--- src/hw/pifPkg.sv ---
package pifPkg;

    // ------------------------------
    // EFB register map, primary I2C
    // ------------------------------
    localparam logic [7:0] I2C1_CR   = 8'h40;
    localparam logic [7:0] I2C1_CMDR = 8'h41;
    localparam logic [7:0] I2C1_TXDR = 8'h44;
    localparam logic [7:0] I2C1_SR   = 8'h45;
    localparam logic [7:0] I2C1_RXDR = 8'h47;

    // CMDR values, bit 2 is CKSDIS
    localparam logic [7:0] CMD_CKSDIS = 8'h04;
    localparam logic [7:0] CMD_CKSEN  = 8'h00;

    // ------------------------------
    // received byte layout
    // ------------------------------
    // top two bits are the tag, the rest is payload
    localparam int I2C_DATA_BITS = 6;
    localparam logic [1:0] TAG_ADDR = 2'd1;
    localparam logic [1:0] TAG_DATA = 2'd2;

    // register address is the whole payload
    localparam int TXA_W = 6;

    // sub-addresses count 0..XSUBA_MAX, then wrap
    localparam int XSUBA_MAX = 7;
    localparam int SUBA_W    = 3;

    // SR bits, msb first
    typedef struct packed {
        logic tip;
        logic busy;
        logic rarc;
        logic srw;
        logic arbl;
        logic trrdy;
        logic troe;
        logic hgc;
    } efbStatus_t;

    // one bus operation asked for by the sequencer
    typedef struct packed {
        logic [7:0] addr;
        logic [7:0] wdata;
        logic       we;
    } wbReq_t;

    // wishbone outputs towards the EFB
    typedef struct packed {
        logic       cyc;
        logic       stb;
        logic       we;
        logic [7:0] adr;
        logic [7:0] datW;
    } wbBus_t;

    // parallel register port
    typedef struct packed {
        logic                     pWr;
        logic [TXA_W-1:0]         prwa;
        logic                     prdFinished;
        logic [SUBA_W-1:0]        prdSubA;
        logic [I2C_DATA_BITS-1:0] pd;
    } xiPort_t;

    typedef enum logic [3:0] {
        sStart,
        sInit1,
        sInit2,
        sInit3,
        sInit4,
        sIdle,
        sWaitTR,
        sIn0,
        sOut0,
        sOut1,
        sBusCycle
    } seqState_t;

endpackage
--- src/hw/pifBridge.sv ---
`timescale 1ns/1ps

module pifBridge
    import pifPkg::*;
#(
    parameter int subAMax = XSUBA_MAX
) (
    input  logic       xclk,
    input  logic       sys_rst,
    input  logic       efbAck_i,
    input  logic [7:0] efbDat_i,
    input  logic [7:0] xo_i,
    output wbBus_t     wb_o,
    output xiPort_t    xi_o
);

    localparam int subAW = $clog2(subAMax + 1);

    // sequencer to bus master
    logic       reqStart;
    wbReq_t     wbReq;
    logic       reqDone;
    logic [7:0] rdData;

    // sequencer to register port
    logic       rxStrobe;
    logic [7:0] rxByte;
    logic       txDone;

    pifSequencer u_pifSequencer (
        .xclk       (xclk),
        .sys_rst    (sys_rst),
        .reqDone_i  (reqDone),
        .rdData_i   (rdData),
        .xo_i       (xo_i),
        .reqStart_o (reqStart),
        .req_o      (wbReq),
        .rxStrobe_o (rxStrobe),
        .rxByte_o   (rxByte),
        .txDone_o   (txDone)
    );

    efbWbMaster u_efbWbMaster (
        .xclk       (xclk),
        .sys_rst    (sys_rst),
        .reqStart_i (reqStart),
        .req_i      (wbReq),
        .efbAck_i   (efbAck_i),
        .efbDat_i   (efbDat_i),
        .wb_o       (wb_o),
        .reqDone_o  (reqDone),
        .rdData_o   (rdData)
    );

    xiRegPort #(
        .subAMax (subAMax),
        .subAW   (subAW)
    ) u_xiRegPort (
        .xclk       (xclk),
        .sys_rst    (sys_rst),
        .rxStrobe_i (rxStrobe),
        .rxByte_i   (rxByte),
        .txDone_i   (txDone),
        .xi_o       (xi_o)
    );

endmodule

--- src/hw/xiRegPort.sv ---
`timescale 1ns/1ps

module xiRegPort
    import pifPkg::*;
#(
    parameter int subAMax = XSUBA_MAX,
    parameter int subAW   = SUBA_W
) (
    input  logic       xclk,
    input  logic       sys_rst,
    input  logic       rxStrobe_i,
    input  logic [7:0] rxByte_i,
    input  logic       txDone_i,
    output xiPort_t    xi_o
);

    logic [1:0]               tag;
    logic [I2C_DATA_BITS-1:0] payload;
    logic                     isAddr;
    logic                     isData;

    logic                     pWr;
    logic                     prdFinished;
    logic [TXA_W-1:0]         rwAddr;
    logic [I2C_DATA_BITS-1:0] pd;
    logic [subAW-1:0]         rdSubA;

    // tag in the top bits, other tags fall through
    assign tag     = rxByte_i[7 -: 2];
    assign payload = rxByte_i[I2C_DATA_BITS-1:0];
    assign isAddr  = rxStrobe_i && (tag == TAG_ADDR);
    assign isData  = rxStrobe_i && (tag == TAG_DATA);

    // ------------------------------
    // address and sub-address
    // ------------------------------
    always_ff @(posedge xclk or negedge sys_rst) begin
        if (!sys_rst) begin
            rwAddr      <= '0;
            rdSubA      <= '0;
            pWr         <= 1'b0;
            prdFinished <= 1'b0;
        end else begin
            pWr         <= isData;
            prdFinished <= txDone_i;
            if (isAddr) begin
                rwAddr <= payload[TXA_W-1:0];
            end
            // new address restarts the read counter
            if (isAddr) begin
                rdSubA <= '0;
            end else if (prdFinished) begin
                rdSubA <= (rdSubA == subAW'(subAMax)) ? '0 : rdSubA + 1'b1;
            end
        end
    end

    // write data, valid from the pWr cycle on
    always_ff @(posedge xclk) begin
        if (isData) begin
            pd <= payload;
        end
    end

    assign xi_o = '{
        pWr:         pWr,
        prwa:        rwAddr,
        prdFinished: prdFinished,
        prdSubA:     SUBA_W'(rdSubA),
        pd:          pd
    };

endmodule

--- src/hw/pifSequencer.sv ---
`timescale 1ns/1ps

module pifSequencer
    import pifPkg::*;
(
    input  logic       xclk,
    input  logic       sys_rst,
    input  logic       reqDone_i,
    input  logic [7:0] rdData_i,
    input  logic [7:0] xo_i,
    output logic       reqStart_o,
    output wbReq_t     req_o,
    output logic       rxStrobe_o,
    output logic [7:0] rxByte_o,
    output logic       txDone_o
);

    seqState_t  state;
    seqState_t  stateN;
    seqState_t  retState;
    seqState_t  retN;
    logic       doReq;
    wbReq_t     reqN;
    efbStatus_t sr;
    logic       srRead;

    // decoded SR flags, from the latest status read
    logic busy;
    logic txReady;
    logic rxReady;
    logic lastTxNak;

    function automatic wbReq_t rdReq(input logic [7:0] addr);
        rdReq = '{addr: addr, wdata: 8'h00, we: 1'b0};
    endfunction

    function automatic wbReq_t wrReq(input logic [7:0] addr, input logic [7:0] data);
        wrReq = '{addr: addr, wdata: data, we: 1'b1};
    endfunction

    assign sr     = efbStatus_t'(rdData_i);
    assign srRead = !req_o.we && (req_o.addr == I2C1_SR);

    // ------------------------------
    // next state and bus request
    // ------------------------------
    always_comb begin
        doReq  = 1'b0;
        reqN   = rdReq(I2C1_SR);
        retN   = retState;
        stateN = state;
        case (state)
            // init with clock stretching off
            sStart: begin
                doReq = 1'b1;
                reqN  = wrReq(I2C1_CMDR, CMD_CKSDIS);
                retN  = sInit1;
            end
            sInit1: begin
                doReq = 1'b1;
                retN  = sInit2;
            end
            // keep polling SR until the slave is quiet
            sInit2: begin
                doReq = 1'b1;
                if (!busy) begin
                    reqN = rdReq(I2C1_RXDR);
                    retN = sInit3;
                end else begin
                    retN = sInit2;
                end
            end
            sInit3: begin
                doReq = 1'b1;
                reqN  = rdReq(I2C1_RXDR);
                retN  = sInit4;
            end
            sInit4: begin
                doReq = 1'b1;
                reqN  = wrReq(I2C1_CMDR, CMD_CKSEN);
                retN  = sIdle;
            end
            sIdle: begin
                doReq = 1'b1;
                retN  = busy ? sWaitTR : sIdle;
            end
            // NAK wins over everything else
            sWaitTR: begin
                if (lastTxNak) begin
                    stateN = sStart;
                end else if (txReady) begin
                    doReq = 1'b1;
                    reqN  = wrReq(I2C1_TXDR, xo_i);
                    retN  = sOut0;
                end else if (rxReady) begin
                    doReq = 1'b1;
                    reqN  = rdReq(I2C1_RXDR);
                    retN  = sIn0;
                end else if (!busy) begin
                    stateN = sStart;
                end else begin
                    doReq = 1'b1;
                    retN  = sWaitTR;
                end
            end
            sIn0:  stateN = sIdle;
            sOut0: stateN = sOut1;
            sOut1: stateN = sIdle;
            sBusCycle: begin
                if (reqDone_i) begin
                    stateN = retState;
                end
            end
            default: stateN = sStart;
        endcase
        if (doReq) begin
            stateN = sBusCycle;
        end
    end

    // ------------------------------
    // registers
    // ------------------------------
    always_ff @(posedge xclk or negedge sys_rst) begin
        if (!sys_rst) begin
            state      <= sStart;
            retState   <= sStart;
            reqStart_o <= 1'b0;
            rxStrobe_o <= 1'b0;
            txDone_o   <= 1'b0;
            busy       <= 1'b0;
            txReady    <= 1'b0;
            rxReady    <= 1'b0;
            lastTxNak  <= 1'b0;
        end else begin
            state      <= stateN;
            reqStart_o <= doReq;
            if (doReq) begin
                retState <= retN;
            end
            rxStrobe_o <= 1'b0;
            txDone_o   <= 1'b0;
            if (state == sBusCycle && reqDone_i) begin
                // strobes line up with sIn0 / sOut0
                rxStrobe_o <= (retState == sIn0);
                txDone_o   <= (retState == sOut0);
                if (srRead) begin
                    busy      <= sr.busy;
                    txReady   <= sr.busy & sr.trrdy & sr.srw & !sr.tip;
                    rxReady   <= sr.busy & sr.trrdy & !sr.srw;
                    lastTxNak <= sr.busy & sr.rarc & sr.srw & sr.troe;
                end
            end
        end
    end

    // payload, no reset needed
    always_ff @(posedge xclk) begin
        if (doReq) begin
            req_o <= reqN;
        end
        if (state == sBusCycle && reqDone_i) begin
            rxByte_o <= rdData_i;
        end
    end

endmodule

--- src/hw/efbWbMaster.sv ---
`timescale 1ns/1ps

module efbWbMaster
    import pifPkg::*;
(
    input  logic       xclk,
    input  logic       sys_rst,
    input  logic       reqStart_i,
    input  wbReq_t     req_i,
    input  logic       efbAck_i,
    input  logic [7:0] efbDat_i,
    output wbBus_t     wb_o,
    output logic       reqDone_o,
    output logic [7:0] rdData_o
);

    wbReq_t reqQ;
    logic   active;

    // ------------------------------
    // cycle control
    // ------------------------------
    // cyc/stb rise the cycle after reqStart and drop the cycle after ack
    always_ff @(posedge xclk or negedge sys_rst) begin
        if (!sys_rst) begin
            active    <= 1'b0;
            reqDone_o <= 1'b0;
        end else begin
            reqDone_o <= 1'b0;
            if (!active) begin
                if (reqStart_i) begin
                    active <= 1'b1;
                end
            end else if (efbAck_i) begin
                active    <= 1'b0;
                reqDone_o <= 1'b1;
            end
        end
    end

    // request latch, held steady for the whole cycle
    always_ff @(posedge xclk) begin
        if (reqStart_i && !active) begin
            reqQ <= req_i;
        end
        // read data sampled together with ack
        if (active && efbAck_i) begin
            rdData_o <= efbDat_i;
        end
    end

    assign wb_o = '{
        cyc:  active,
        stb:  active,
        we:   active & reqQ.we,
        adr:  reqQ.addr,
        datW: reqQ.wdata
    };

endmodule

--- config.mk ---
export PLATFORM = sky130hd
export DESIGN_NAME = pifBridge
export DESIGN_NICKNAME = d
export VERILOG_FILES = /design/src/hw/pifPkg.sv /design/src/hw/pifBridge.sv /design/src/hw/xiRegPort.sv /design/src/hw/pifSequencer.sv /design/src/hw/efbWbMaster.sv
export SDC_FILE = /design/constraint.sdc
export NUM_CORES = 1
export LEC_CHECK = 0
export ABC_AREA = 1
export BUFFER_PORTS_ARGS = -buffer_cell sky130_fd_sc_hd__buf_2
export CAP_MARGIN = 15
export CORE_ASPECT_RATIO = 0.6
export CORE_MARGIN = 1
export CORE_UTILIZATION = 40
export CTS_CLUSTER_DIAMETER = 150
export DETAILED_ROUTE_END_ITERATION = 16
export HOLD_SLACK_MARGIN = 0.15
export PLACE_DENSITY = 0.61
export SYNTH_ARGS = -nofsm -noshare
export SYNTH_HDL_FRONTEND = slang
export SYNTH_HIERARCHICAL = 1
export SYNTH_SLANG_ARGS = --single-unit
--- constraint.sdc ---
create_clock -name xclk -period 3.1 [get_ports xclk]
set_input_delay 0.31 -clock xclk [delete_from_list [all_inputs] [get_ports xclk]]
set_output_delay 0.31 -clock xclk [all_outputs]
set_load 0.005 [all_outputs]
# Word level (Yosys, flattened, before mapping)
# Cells that the tools add are included.
dict set report word_totals {
  wordCells 108
  inputBits 19
  ff_bits 84
  output_inout_bits 36
}
dict set report classes {
  mux 34
  bitwise_logic 8
  n_reduce_logical 18
  eq_ne 23
  add_sub_neg 1
}
# cell count
set op_table {}
lappend op_table {{case mux 17 bit (5 select lines)} 1}
lappend op_table {{2-to-1 mux 4 bit} 10}
lappend op_table {{2-to-1 mux 17 bit} 2}
lappend op_table {{case mux 4 bit (7 select lines)} 1}
lappend op_table {{2-to-1 mux 11 bit} 2}
lappend op_table {{equality test 4 x 3 -> 1 bit (second input constant)} 5}
lappend op_table {{case mux 4 bit (5 select lines)} 1}
lappend op_table {{equality test 4 bit (second input constant)} 4}
lappend op_table {{2-to-1 mux 1 bit} 12}
lappend op_table {{inequality test 4 x 3 -> 1 bit (second input constant)} 3}
lappend op_table {{2-to-1 mux 3 bit} 3}
lappend op_table {{AND 1 bit} 8}
lappend op_table {{equality test 4 x 2 -> 1 bit (second input constant)} 2}
lappend op_table {{equality test 8 x 7 -> 1 bit (second input constant)} 1}
lappend op_table {{nonzero test 7 bit} 1}
lappend op_table {{logical AND 1 bit} 6}
lappend op_table {{OR reduction 6 bit} 1}
lappend op_table {{AND reduction 5 bit} 1}
lappend op_table {{equality test 4 x 1 -> 1 bit (second input constant)} 1}
lappend op_table {{logical NOT 1 bit} 4}
lappend op_table {{logical NOT 4 bit} 1}
lappend op_table {{inequality test 4 x 1 -> 1 bit (second input constant)} 1}
lappend op_table {{AND reduction 4 bit} 1}
lappend op_table {{adder 3 x 1 -> 3 bit (second input constant)} 1}
lappend op_table {{11 further kinds} 11}

# Longest topological paths before layout
# Gate-level depths: netlist of the first run.
dict set report depth {
  word_depth 7
  ltp_mapped 7
  ltp_nobuf 7
}

# Modules after synthesis
# Netlist of the first run, hierarchy kept.
# mod area_per_inst_um2 cells_each seq_area_each_um2 instances
set by_module_without_submodules {}
lappend by_module_without_submodules {pifSequencer 1586.5 156 975.9 1}
lappend by_module_without_submodules {efbWbMaster 975.9 55 800.8 1}
lappend by_module_without_submodules {xiRegPort 655.6 59 455.4 1}

# Worst setup path after synthesis of the first run
# Ideal clock, no wire load.
dict set report synth_timing {
  path_type {flip-flop to flip-flop}
  start {register u_pifSequencer.state[3]}
  end {register u_pifSequencer/req_o[0] (netlist bit) (enable)}
  setup_time_ns 0.313
  stages_incl_launch_ff 6
  required_time_ns 2.787
  path_buffers 0
  period_less_slack_ns 1.333
  arrival_time_ns 1.021
  setup_slack_ns 1.767
  path_cell_list {dfrtp_1 inv_1 nand2_2 nor2_4 nand3_4 nand2_4}
}
dict set report synth_between {
  elab_chain_len 3
  word_cells_on_any_way 9
  cone_classes {eq/ne: 6; mux: 1; reduce/logical: 2}
}
# item line
set synth_lines {}
lappend synth_lines {{from (decl)} pifSequencer.sv:18} ;# seqState_t state;
lappend synth_lines {{from (signal assigned)} pifSequencer.sv:126} ;# state <= sStart;
lappend synth_lines {{from (signal assigned)} pifSequencer.sv:136} ;# state <= stateN;
lappend synth_lines {{equality test 4 x 1 -> 1 bit, or another cell as far along} pifSequencer.sv:52} ;# case (state)
lappend synth_lines {{OR reduction 6 bit (no source line)} n/a}
lappend synth_lines {{case mux 1 bit (2 select lines) *} pifSequencer.sv:52}
lappend synth_lines {{named net u_pifSequencer.doReq} pifSequencer.sv:22} ;# logic doReq;
lappend synth_lines {{to (signal assigned)} pifSequencer.sv:160} ;# req_o <= reqN;
lappend synth_lines {{to (decl)} pifSequencer.sv:12} ;# output wbReq_t req_o,
# The timed path passes the listed nets; every way through them passes the cells marked *.
# A chain may end at the register's enable or synchronous reset.

# Worst setup path in the final report of the first run
dict set report layout_timing {
  start {register u_pifSequencer.state[0]}
  end {register u_pifSequencer/req_o[2] (netlist bit) (enable)}
}
# Same word-level chain as after synthesis.

==> results of run 1 <==
-- layer usage --
metal / track usage, % / routed length (microns) / up-vias
li1: - / - / 953
met3: 4.697 / 407 / 7
met4: 7.692 / 86 / 0
met5: 0 / 0 / -
met1: 20.86 / 2706 / 871
met2: 17.78 / 2007 / 70
-- registers in the layout, summed over array words and instances, names as in the netlist, 3 cells and up --
register / count
u_pifSequencer/state: 4
u_pifSequencer/req_o: 12
u_xiRegPort/rwAddr: 6
u_xiRegPort/rdSubA: 3
u_efbWbMaster/wb_o: 16
u_xiRegPort/pd: 6
u_pifSequencer/retState: 4
u_pifSequencer/rxByte_o: 8
u_efbWbMaster/rdData_o: 8
-- worst max-delay path, cell delays in order, from the launching register on --
cell and delay [ns]:
dfrtp_1 0.43, inv_1 0.11, nand2_1 0.10, nor2_4 0.18, nand3_4 0.12, nand2_4 0.21
-- cell usage after synthesis (all sizes together) --
library cell   n
dfrtp         28
nor2          24
o22ai          2
ha             2
a21oi          6
nand3         22
conb           2
nor3b          1
nand2         62
nor3           3
nand4          2
o21ai          6
buf           26
inv           32
edfxtp        51
nand3b         1
-- where the power goes --
group	leakage (nW)	switching, mW	internal, mW
clock network	0.152	0.370	0.696
logic	0.720	0.436	0.206
registers	0.848	0.143	1.45
total	1.72	0.949	2.35
-- cell type report --
type                    instances  area, sq um  share of cell area (%)
flip-flops and latches         79         2232                   58.66
clock inverters                 2        38.79                   1.019
well taps                     104        130.1                   3.420
repair buffers                 60        330.3                   8.681
inverters                      32        120.1                   3.157
multi-input cells             136        678.2                   17.82
clock buffers                  14        275.3                   7.234
-- how the worst min path moves through the flow --
stage / cells after the start / endpoint / from / slack (ns)
2_1_floorplan: 0 / u_efbWbMaster/active$_DFF_PN0_ / sys_rst / 0.01
3_3_place_gp: 0 / u_xiRegPort/prdFinished$_DFF_PN0_ / u_pifSequencer/txDone_o$_DFF_PN0_ / 0.33
3_5_place_dp: 0 / u_xiRegPort/prdFinished$_DFF_PN0_ / u_pifSequencer/txDone_o$_DFF_PN0_ / 0.34
4_1_cts: 1 / u_efbWbMaster/rdData_o[7]$_DFFE_PP_ / efbDat_i[7] / 0.15
5_1_grt: 1 / u_efbWbMaster/rdData_o[2]$_DFFE_PP_ / efbDat_i[2] / 0.16
6_report: 1 / u_efbWbMaster/rdData_o[7]$_DFFE_PP_ / efbDat_i[7] / 0.16
-- per-stage QoR --
| step | instances | hold WS, ns |
|---|---|---|
| floorplan | 273 | 0.01441 |
| global placement | 405 | 0.3335 |
| detailed placement | 405 | 0.3394 |
| CTS | 427 | 0.1522 |
| global route | 427 | 0.1571 |
| finish | 427 | 0.1605 |
-- placed cells by master, fill, tap and decap left out, types with 4 or more instances in the layout --
master	count
nand2_1	59
inv_1	29
dlygate4sd3_1	6
a21oi_1	6
clkbuf_16	10
edfxtp_1	51
o21ai_1	5
nor2_1	20
conb_1	5
dfrtp_1	28
buf_2	54
nor2_4	4
nand3_1	17
-- logic make-up after synthesis --
logic type	after synthesis	synth area share, %
and+or+nand+nor	115	17.34
DFF	79	69.36
buffers and inverters	58	9.914
AOI/OAI and AO/OA	14	2.372
adders and majority gates	2	0.7775
other	2	0.2334
==> metrics.cfg, run 1 <==
[run_status]
status = finished clean

[job]
cap_violations = 0

[die]
rows = 24
core_area_sq_um = 7507
ios = 55
fp.dieArea_sq_um = 8419
die_x_microns = 117.8
fp.dieH_microns = 71.48
start_util_pct = 42.87

[grt]
track_usage_pct = 14.03
grt_antenna_before_repair = 0
grt_pass1_wl_microns = 8700
gr-total-overflow = 0
grt_start_max_net_pins = 29
grt_pass1_vias = 1756

[cts]
cts.clk_slew.worst_paths_ns = 0.05
root_buffer = clkbuf_16
cts.sinks = 79
cts_hold_buf = 6
insertion_delay_ns = 0.33
clock_path_buffers = 2
cts_tree = done
h-tree-depth = 3
cts_resized = 0
cts_buffers = 9
postCtsSetupBuffers = 0

[logic_synthesis]
syn_inst = 270
synth-seq-cells = 79
synth_cell_types = 24
syn_area_sq_um = 3218
seq_area_frac_synth_pct = 69.36
syn_avg_cell_area_sq_um = 11.92
synth.top_cell.area_share_pct = 47.59
yosys_warnings = 6
yosysTopAreaCell = edfxtp_1
synth_area_leaders = edfxtp_1, dfrtp_1, nand2_1

[timing]
slew-limit-headroom_pct = 57.07
finalSetupViolations = 0
final-hold-violation-count = 0
rsz0062_at_grt = no
max_freq_mhz = 681.3
finalMaxSlewViolations = 0
layout_min_cycle_time_ns = 1.468
post-route-period-util_pct = 47.35
fin_tns_setup_ns = 0
worst_slack_ns = 1.632
skew_ns = 0.006348
tightestPinTransition_ns = 0.6416

[placement]
port_buffers = 54
placed_area_sq_um = 3431
pre_cts_ws_ns = 1.641
gp_congestion = 0.9143
dp_hpwl_microns = 3761

[pwr]
p_leak_nw = 1.720
p_per_area_nw_per_um2 = 866.5
p_total_mw = 3.297
peakVddDrop_v = 0.0003382

[worst_setup_path]
critPathLaunch = u_pifSequencer/state[0]$_DFFE_PN0P_
r2r-end = u_pifSequencer/req_o[2]$_DFFE_PP_
crit_end = u_pifSequencer/req_o[2]$_DFFE_PP_
crit_arrival_ns = 1.48
cp-end-kind = flop
ff2ff_path_depth = 5
required_ns = 3.11
r2r_start = u_pifSequencer/state[0]$_DFFE_PN0P_
critPathMaxFanout = 17
rrSetupSlack_ns = 1.63
worstSetupStartpointType = flop
path_class = reg -> reg

[routing]
drtIter0Drc = 90
wl_per_cell_microns = 12.20
ant_nets = 0
viasPerCell = 4.452
vias = 1901
drt-total-wl_microns = 5208
dr.pass1.iters = 4
drc_errors = 0

[final_layout]
nets = 339
area_growth_pct = 18.23
finalInstanceArea_sq_um = 3805
fillerInstances = 681
antenna_cells = 0
drive_gt1_share_pct = 25.70
fin_util_pct = 50.68

[worst_hold_path]
hp-class = in -> reg

Power figures use the tool's default switching activity.
==> inputs of run 2 (changes only) <==
--- a/config.mk
+++ b/config.mk
@@ -14,7 +14,7 @@
 export CTS_CLUSTER_DIAMETER = 150
 export DETAILED_ROUTE_END_ITERATION = 16
 export HOLD_SLACK_MARGIN = 0.15
-export PLACE_DENSITY = 0.61
+export PLACE_DENSITY = 0.63
 export SYNTH_ARGS = -nofsm -noshare
 export SYNTH_HDL_FRONTEND = slang
 export SYNTH_HIERARCHICAL = 1
==> constraint.sdc (replaced) <==
create_clock -name xclk -period 1.25 [get_ports xclk]
set_input_delay 0.125 -clock xclk [delete_from_list [all_inputs] [get_ports xclk]]
set_output_delay 0.125 -clock xclk [all_outputs]
set_load 0.005 [all_outputs]
==> metrics.cfg, run 2 (synthesis results as in run 1) <==
[run_status]
status = complete, but fails checks
violations = setup timing

[worst_setup_path]
cp-end-kind = flop
path_class = reg -> reg
cpPeakStageDelay_ns = 0.43  ; about the same
crit_arrival_ns = 1.40  ; -0.08 ns
required_ns = 1.28  ; -1.83 ns
critical-path-top-delay-family = simple AND/OR/NAND/NOR gates
critPathMaxFanout = 17  ; unchanged
cp_num_buf_inv = 1  ; unchanged
cp_slowest_cell = dfrtp_1
crit_chain = inv_2 -> nand2_4 -> nor2_4 -> nand3_4 -> nand2_8
worstSetupStartpointType = flop

[placement]
placed_area_sq_um = 3640  ; +6.1%
dp_hpwl_microns = 4220  ; +12%
port_buffers = 54  ; unchanged
post-place-cells = 426  ; +5.2%
gp_congestion = 0.9656  ; +5.6%

[grt]
track_usage_pct = 16.12  ; +2.1 points
grt_pass1_wl_microns = 10040  ; +15%
grt_antenna_before_repair = 1  ; +1
grt_start_max_net_pins = 29  ; unchanged
gr-total-overflow = 0  ; unchanged
grt_pass1_vias = 2006  ; +14%

[pwr]
clock_power_share_pct = 26.9  ; -5.4 points
pwr-share-seq_pct = 44.8  ; -3.4 points
switching_power_mw = 2.716  ; +190%
p_leak_nw = 1.925  ; +12%
p_comb_share_pct = 28.4  ; +8.9 points
peakVddDrop_v = 0.0009850  ; +190%
p_sw_share_pct = 30.98  ; +2.2 points
p_int_mw = 6.051  ; +160%
p_total_mw = 8.767  ; +170%
p_per_area_nw_per_um2 = 2066  ; +140%

[final_layout]
layout_common_cells = buf_2, nand2_1, edfxtp_1, dfrtp_1, inv_1
ff_latch_area_sq_um = 2232  ; unchanged
drive_gt1_share_pct = 37.02  ; +11 points
fillerInstances = 640  ; -6.0%
largest_register_ff_count = 16  ; unchanged
layout.cells.non_filler = 466  ; +9.1%
nets = 378  ; +12%
finalInstanceArea_sq_um = 4243  ; +12%
fin_util_pct = 56.52  ; +5.8 points
multiInputGateArea_sq_um = 790.8  ; +17%
area_growth_pct = 31.84
antenna_cells = 0  ; unchanged

[routing]
wl_met1_microns = 2992  ; +11%
wl_met2_microns = 2686  ; +34%
drtIter0Drc = 126  ; +40%
vias = 2078  ; +9.3%
drc_errors = 0  ; unchanged
routed.top_layer = met4
dr.pass1.iters = 4  ; unchanged
viasPerCell = 4.459  ; +0.16%
wl_per_cell_microns = 13.28  ; +8.9%
route.met3.wl_microns = 431  ; +5.9%
ant_nets = 0  ; unchanged
drt-total-wl_microns = 6188  ; +19%

[timing]
layout_min_cycle_time_ns = 1.365  ; -0.1024 ns
final-hold-violation-count = 0  ; unchanged
finalSetupViolations = 34  ; +34
max_freq_mhz = 732.4  ; +7.5%
rsz0062_at_grt = yes
worst_slack_ns = -0.1154  ; -1.748 ns
fin_tns_setup_ns = -1.970  ; -1.970 ns
finalMaxSlewViolations = 0  ; unchanged
skew_ns = 0.006350  ; +0.000002080 ns
post-route-period-util_pct = 109.2  ; +62 points

[die]
ios = 55  ; unchanged
rows = 24  ; unchanged
core_area_sq_um = 7507  ; unchanged
fp.dieH_microns = 71.48  ; unchanged
die_x_microns = 117.8  ; unchanged
fp.dieArea_sq_um = 8419  ; unchanged
start_util_pct = 42.87  ; unchanged

[cts]
h-tree-depth = 3  ; unchanged
cts.clk_slew.worst_paths_ns = 0.06  ; about the same
cts_buffers = 9  ; unchanged
insertion_delay_ns = 0.33  ; about the same
cts_tree = done
clock_path_buffers = 2  ; unchanged
root_buffer = clkbuf_16
cts.sinks = 79  ; unchanged

[job]
cap_violations = 0  ; unchanged

[worst_hold_path]
hp-class = in -> reg

==> run 2: timing repair <==
| action | in CTS | in global routing |
|---|---|---|
| buffers inserted | 4 | 3 |
| hold endpoints to repair | 44 | 0 |
| hold buffers | 17 | 0 |
| setup endpoints to repair | 43 | 47 |
| resized for setup | 14 | 15 |
| pin swaps | 8 | 7 |
==> run 2: cell type report <==
class	instances	area share, %
flip-flops and latches	79	52.61
multi-input cells	136	18.64
repair buffers	99	16.48
clock buffers	13	5.898
well taps	104	3.067
inverters	32	2.890
clock inverters	3	0.4129
==> run 2: power groups by stage <==
stage / clock network, mW / registers (mW) / logic [mW]
2_1_floorplan: 0 / 3.89 / 1.37
3_3_place_gp: 0 / 3.95 / 2.10
3_5_place_dp: 0 / 3.96 / 2.13
4_1_cts: 2.42 / 3.91 / 2.36
5_1_grt: 2.52 / 3.99 / 2.73
6_report: 2.35 / 3.92 / 2.49
==> run 2: worst paths after layout <==
path,start,end,slack [ns],cells past startpoint
setup / recovery,u_pifSequencer/state[3]$_DFFE_PN0P_,u_pifSequencer/req_o[3]$_DFFE_PP_,-0.12,5
hold / removal,xo_i[2],u_pifSequencer/req_o[3]$_DFFE_PP_,0.15,3
setup reg to reg,u_pifSequencer/state[3]$_DFFE_PN0P_,u_pifSequencer/req_o[3]$_DFFE_PP_,-0.12,5
hold reg to reg,u_pifSequencer/txDone_o$_DFF_PN0_,u_xiRegPort/prdFinished$_DFF_PN0_,0.37,0
max in group asynchronous,sys_rst,u_pifSequencer/txReady$_DFFE_PN0P_,0.63,3
min in group asynchronous,sys_rst,u_pifSequencer/txDone_o$_DFF_PN0_,0.34,3
==> run 2: worst min-delay path, stage by stage <==
cell and delay (ns):
buf_2 0.08, inv_1 0.04, o22ai_2 0.11
==> run 2: metrics by stage <==
| stage | hold slack, ns | setup slack (ns) |
|---|---|---|
| final | 0.1543 | -0.1154 |
| after global routing | 0.1608 | -0.1643 |
| after CTS | 0.1661 | -0.08484 |
| after detailed placement | 0.1685 | -0.09808 |
| after global placement | 0.1532 | -0.07388 |
| after floorplan | -0.1706 | -0.04897 |
==> run 2: metal layers <==
layer	track usage [%]	up-vias
met1	22.11	976
met5	0	-
met2	23.27	59
met3	6.210	8
met4	6.125	0
li1	-	1035
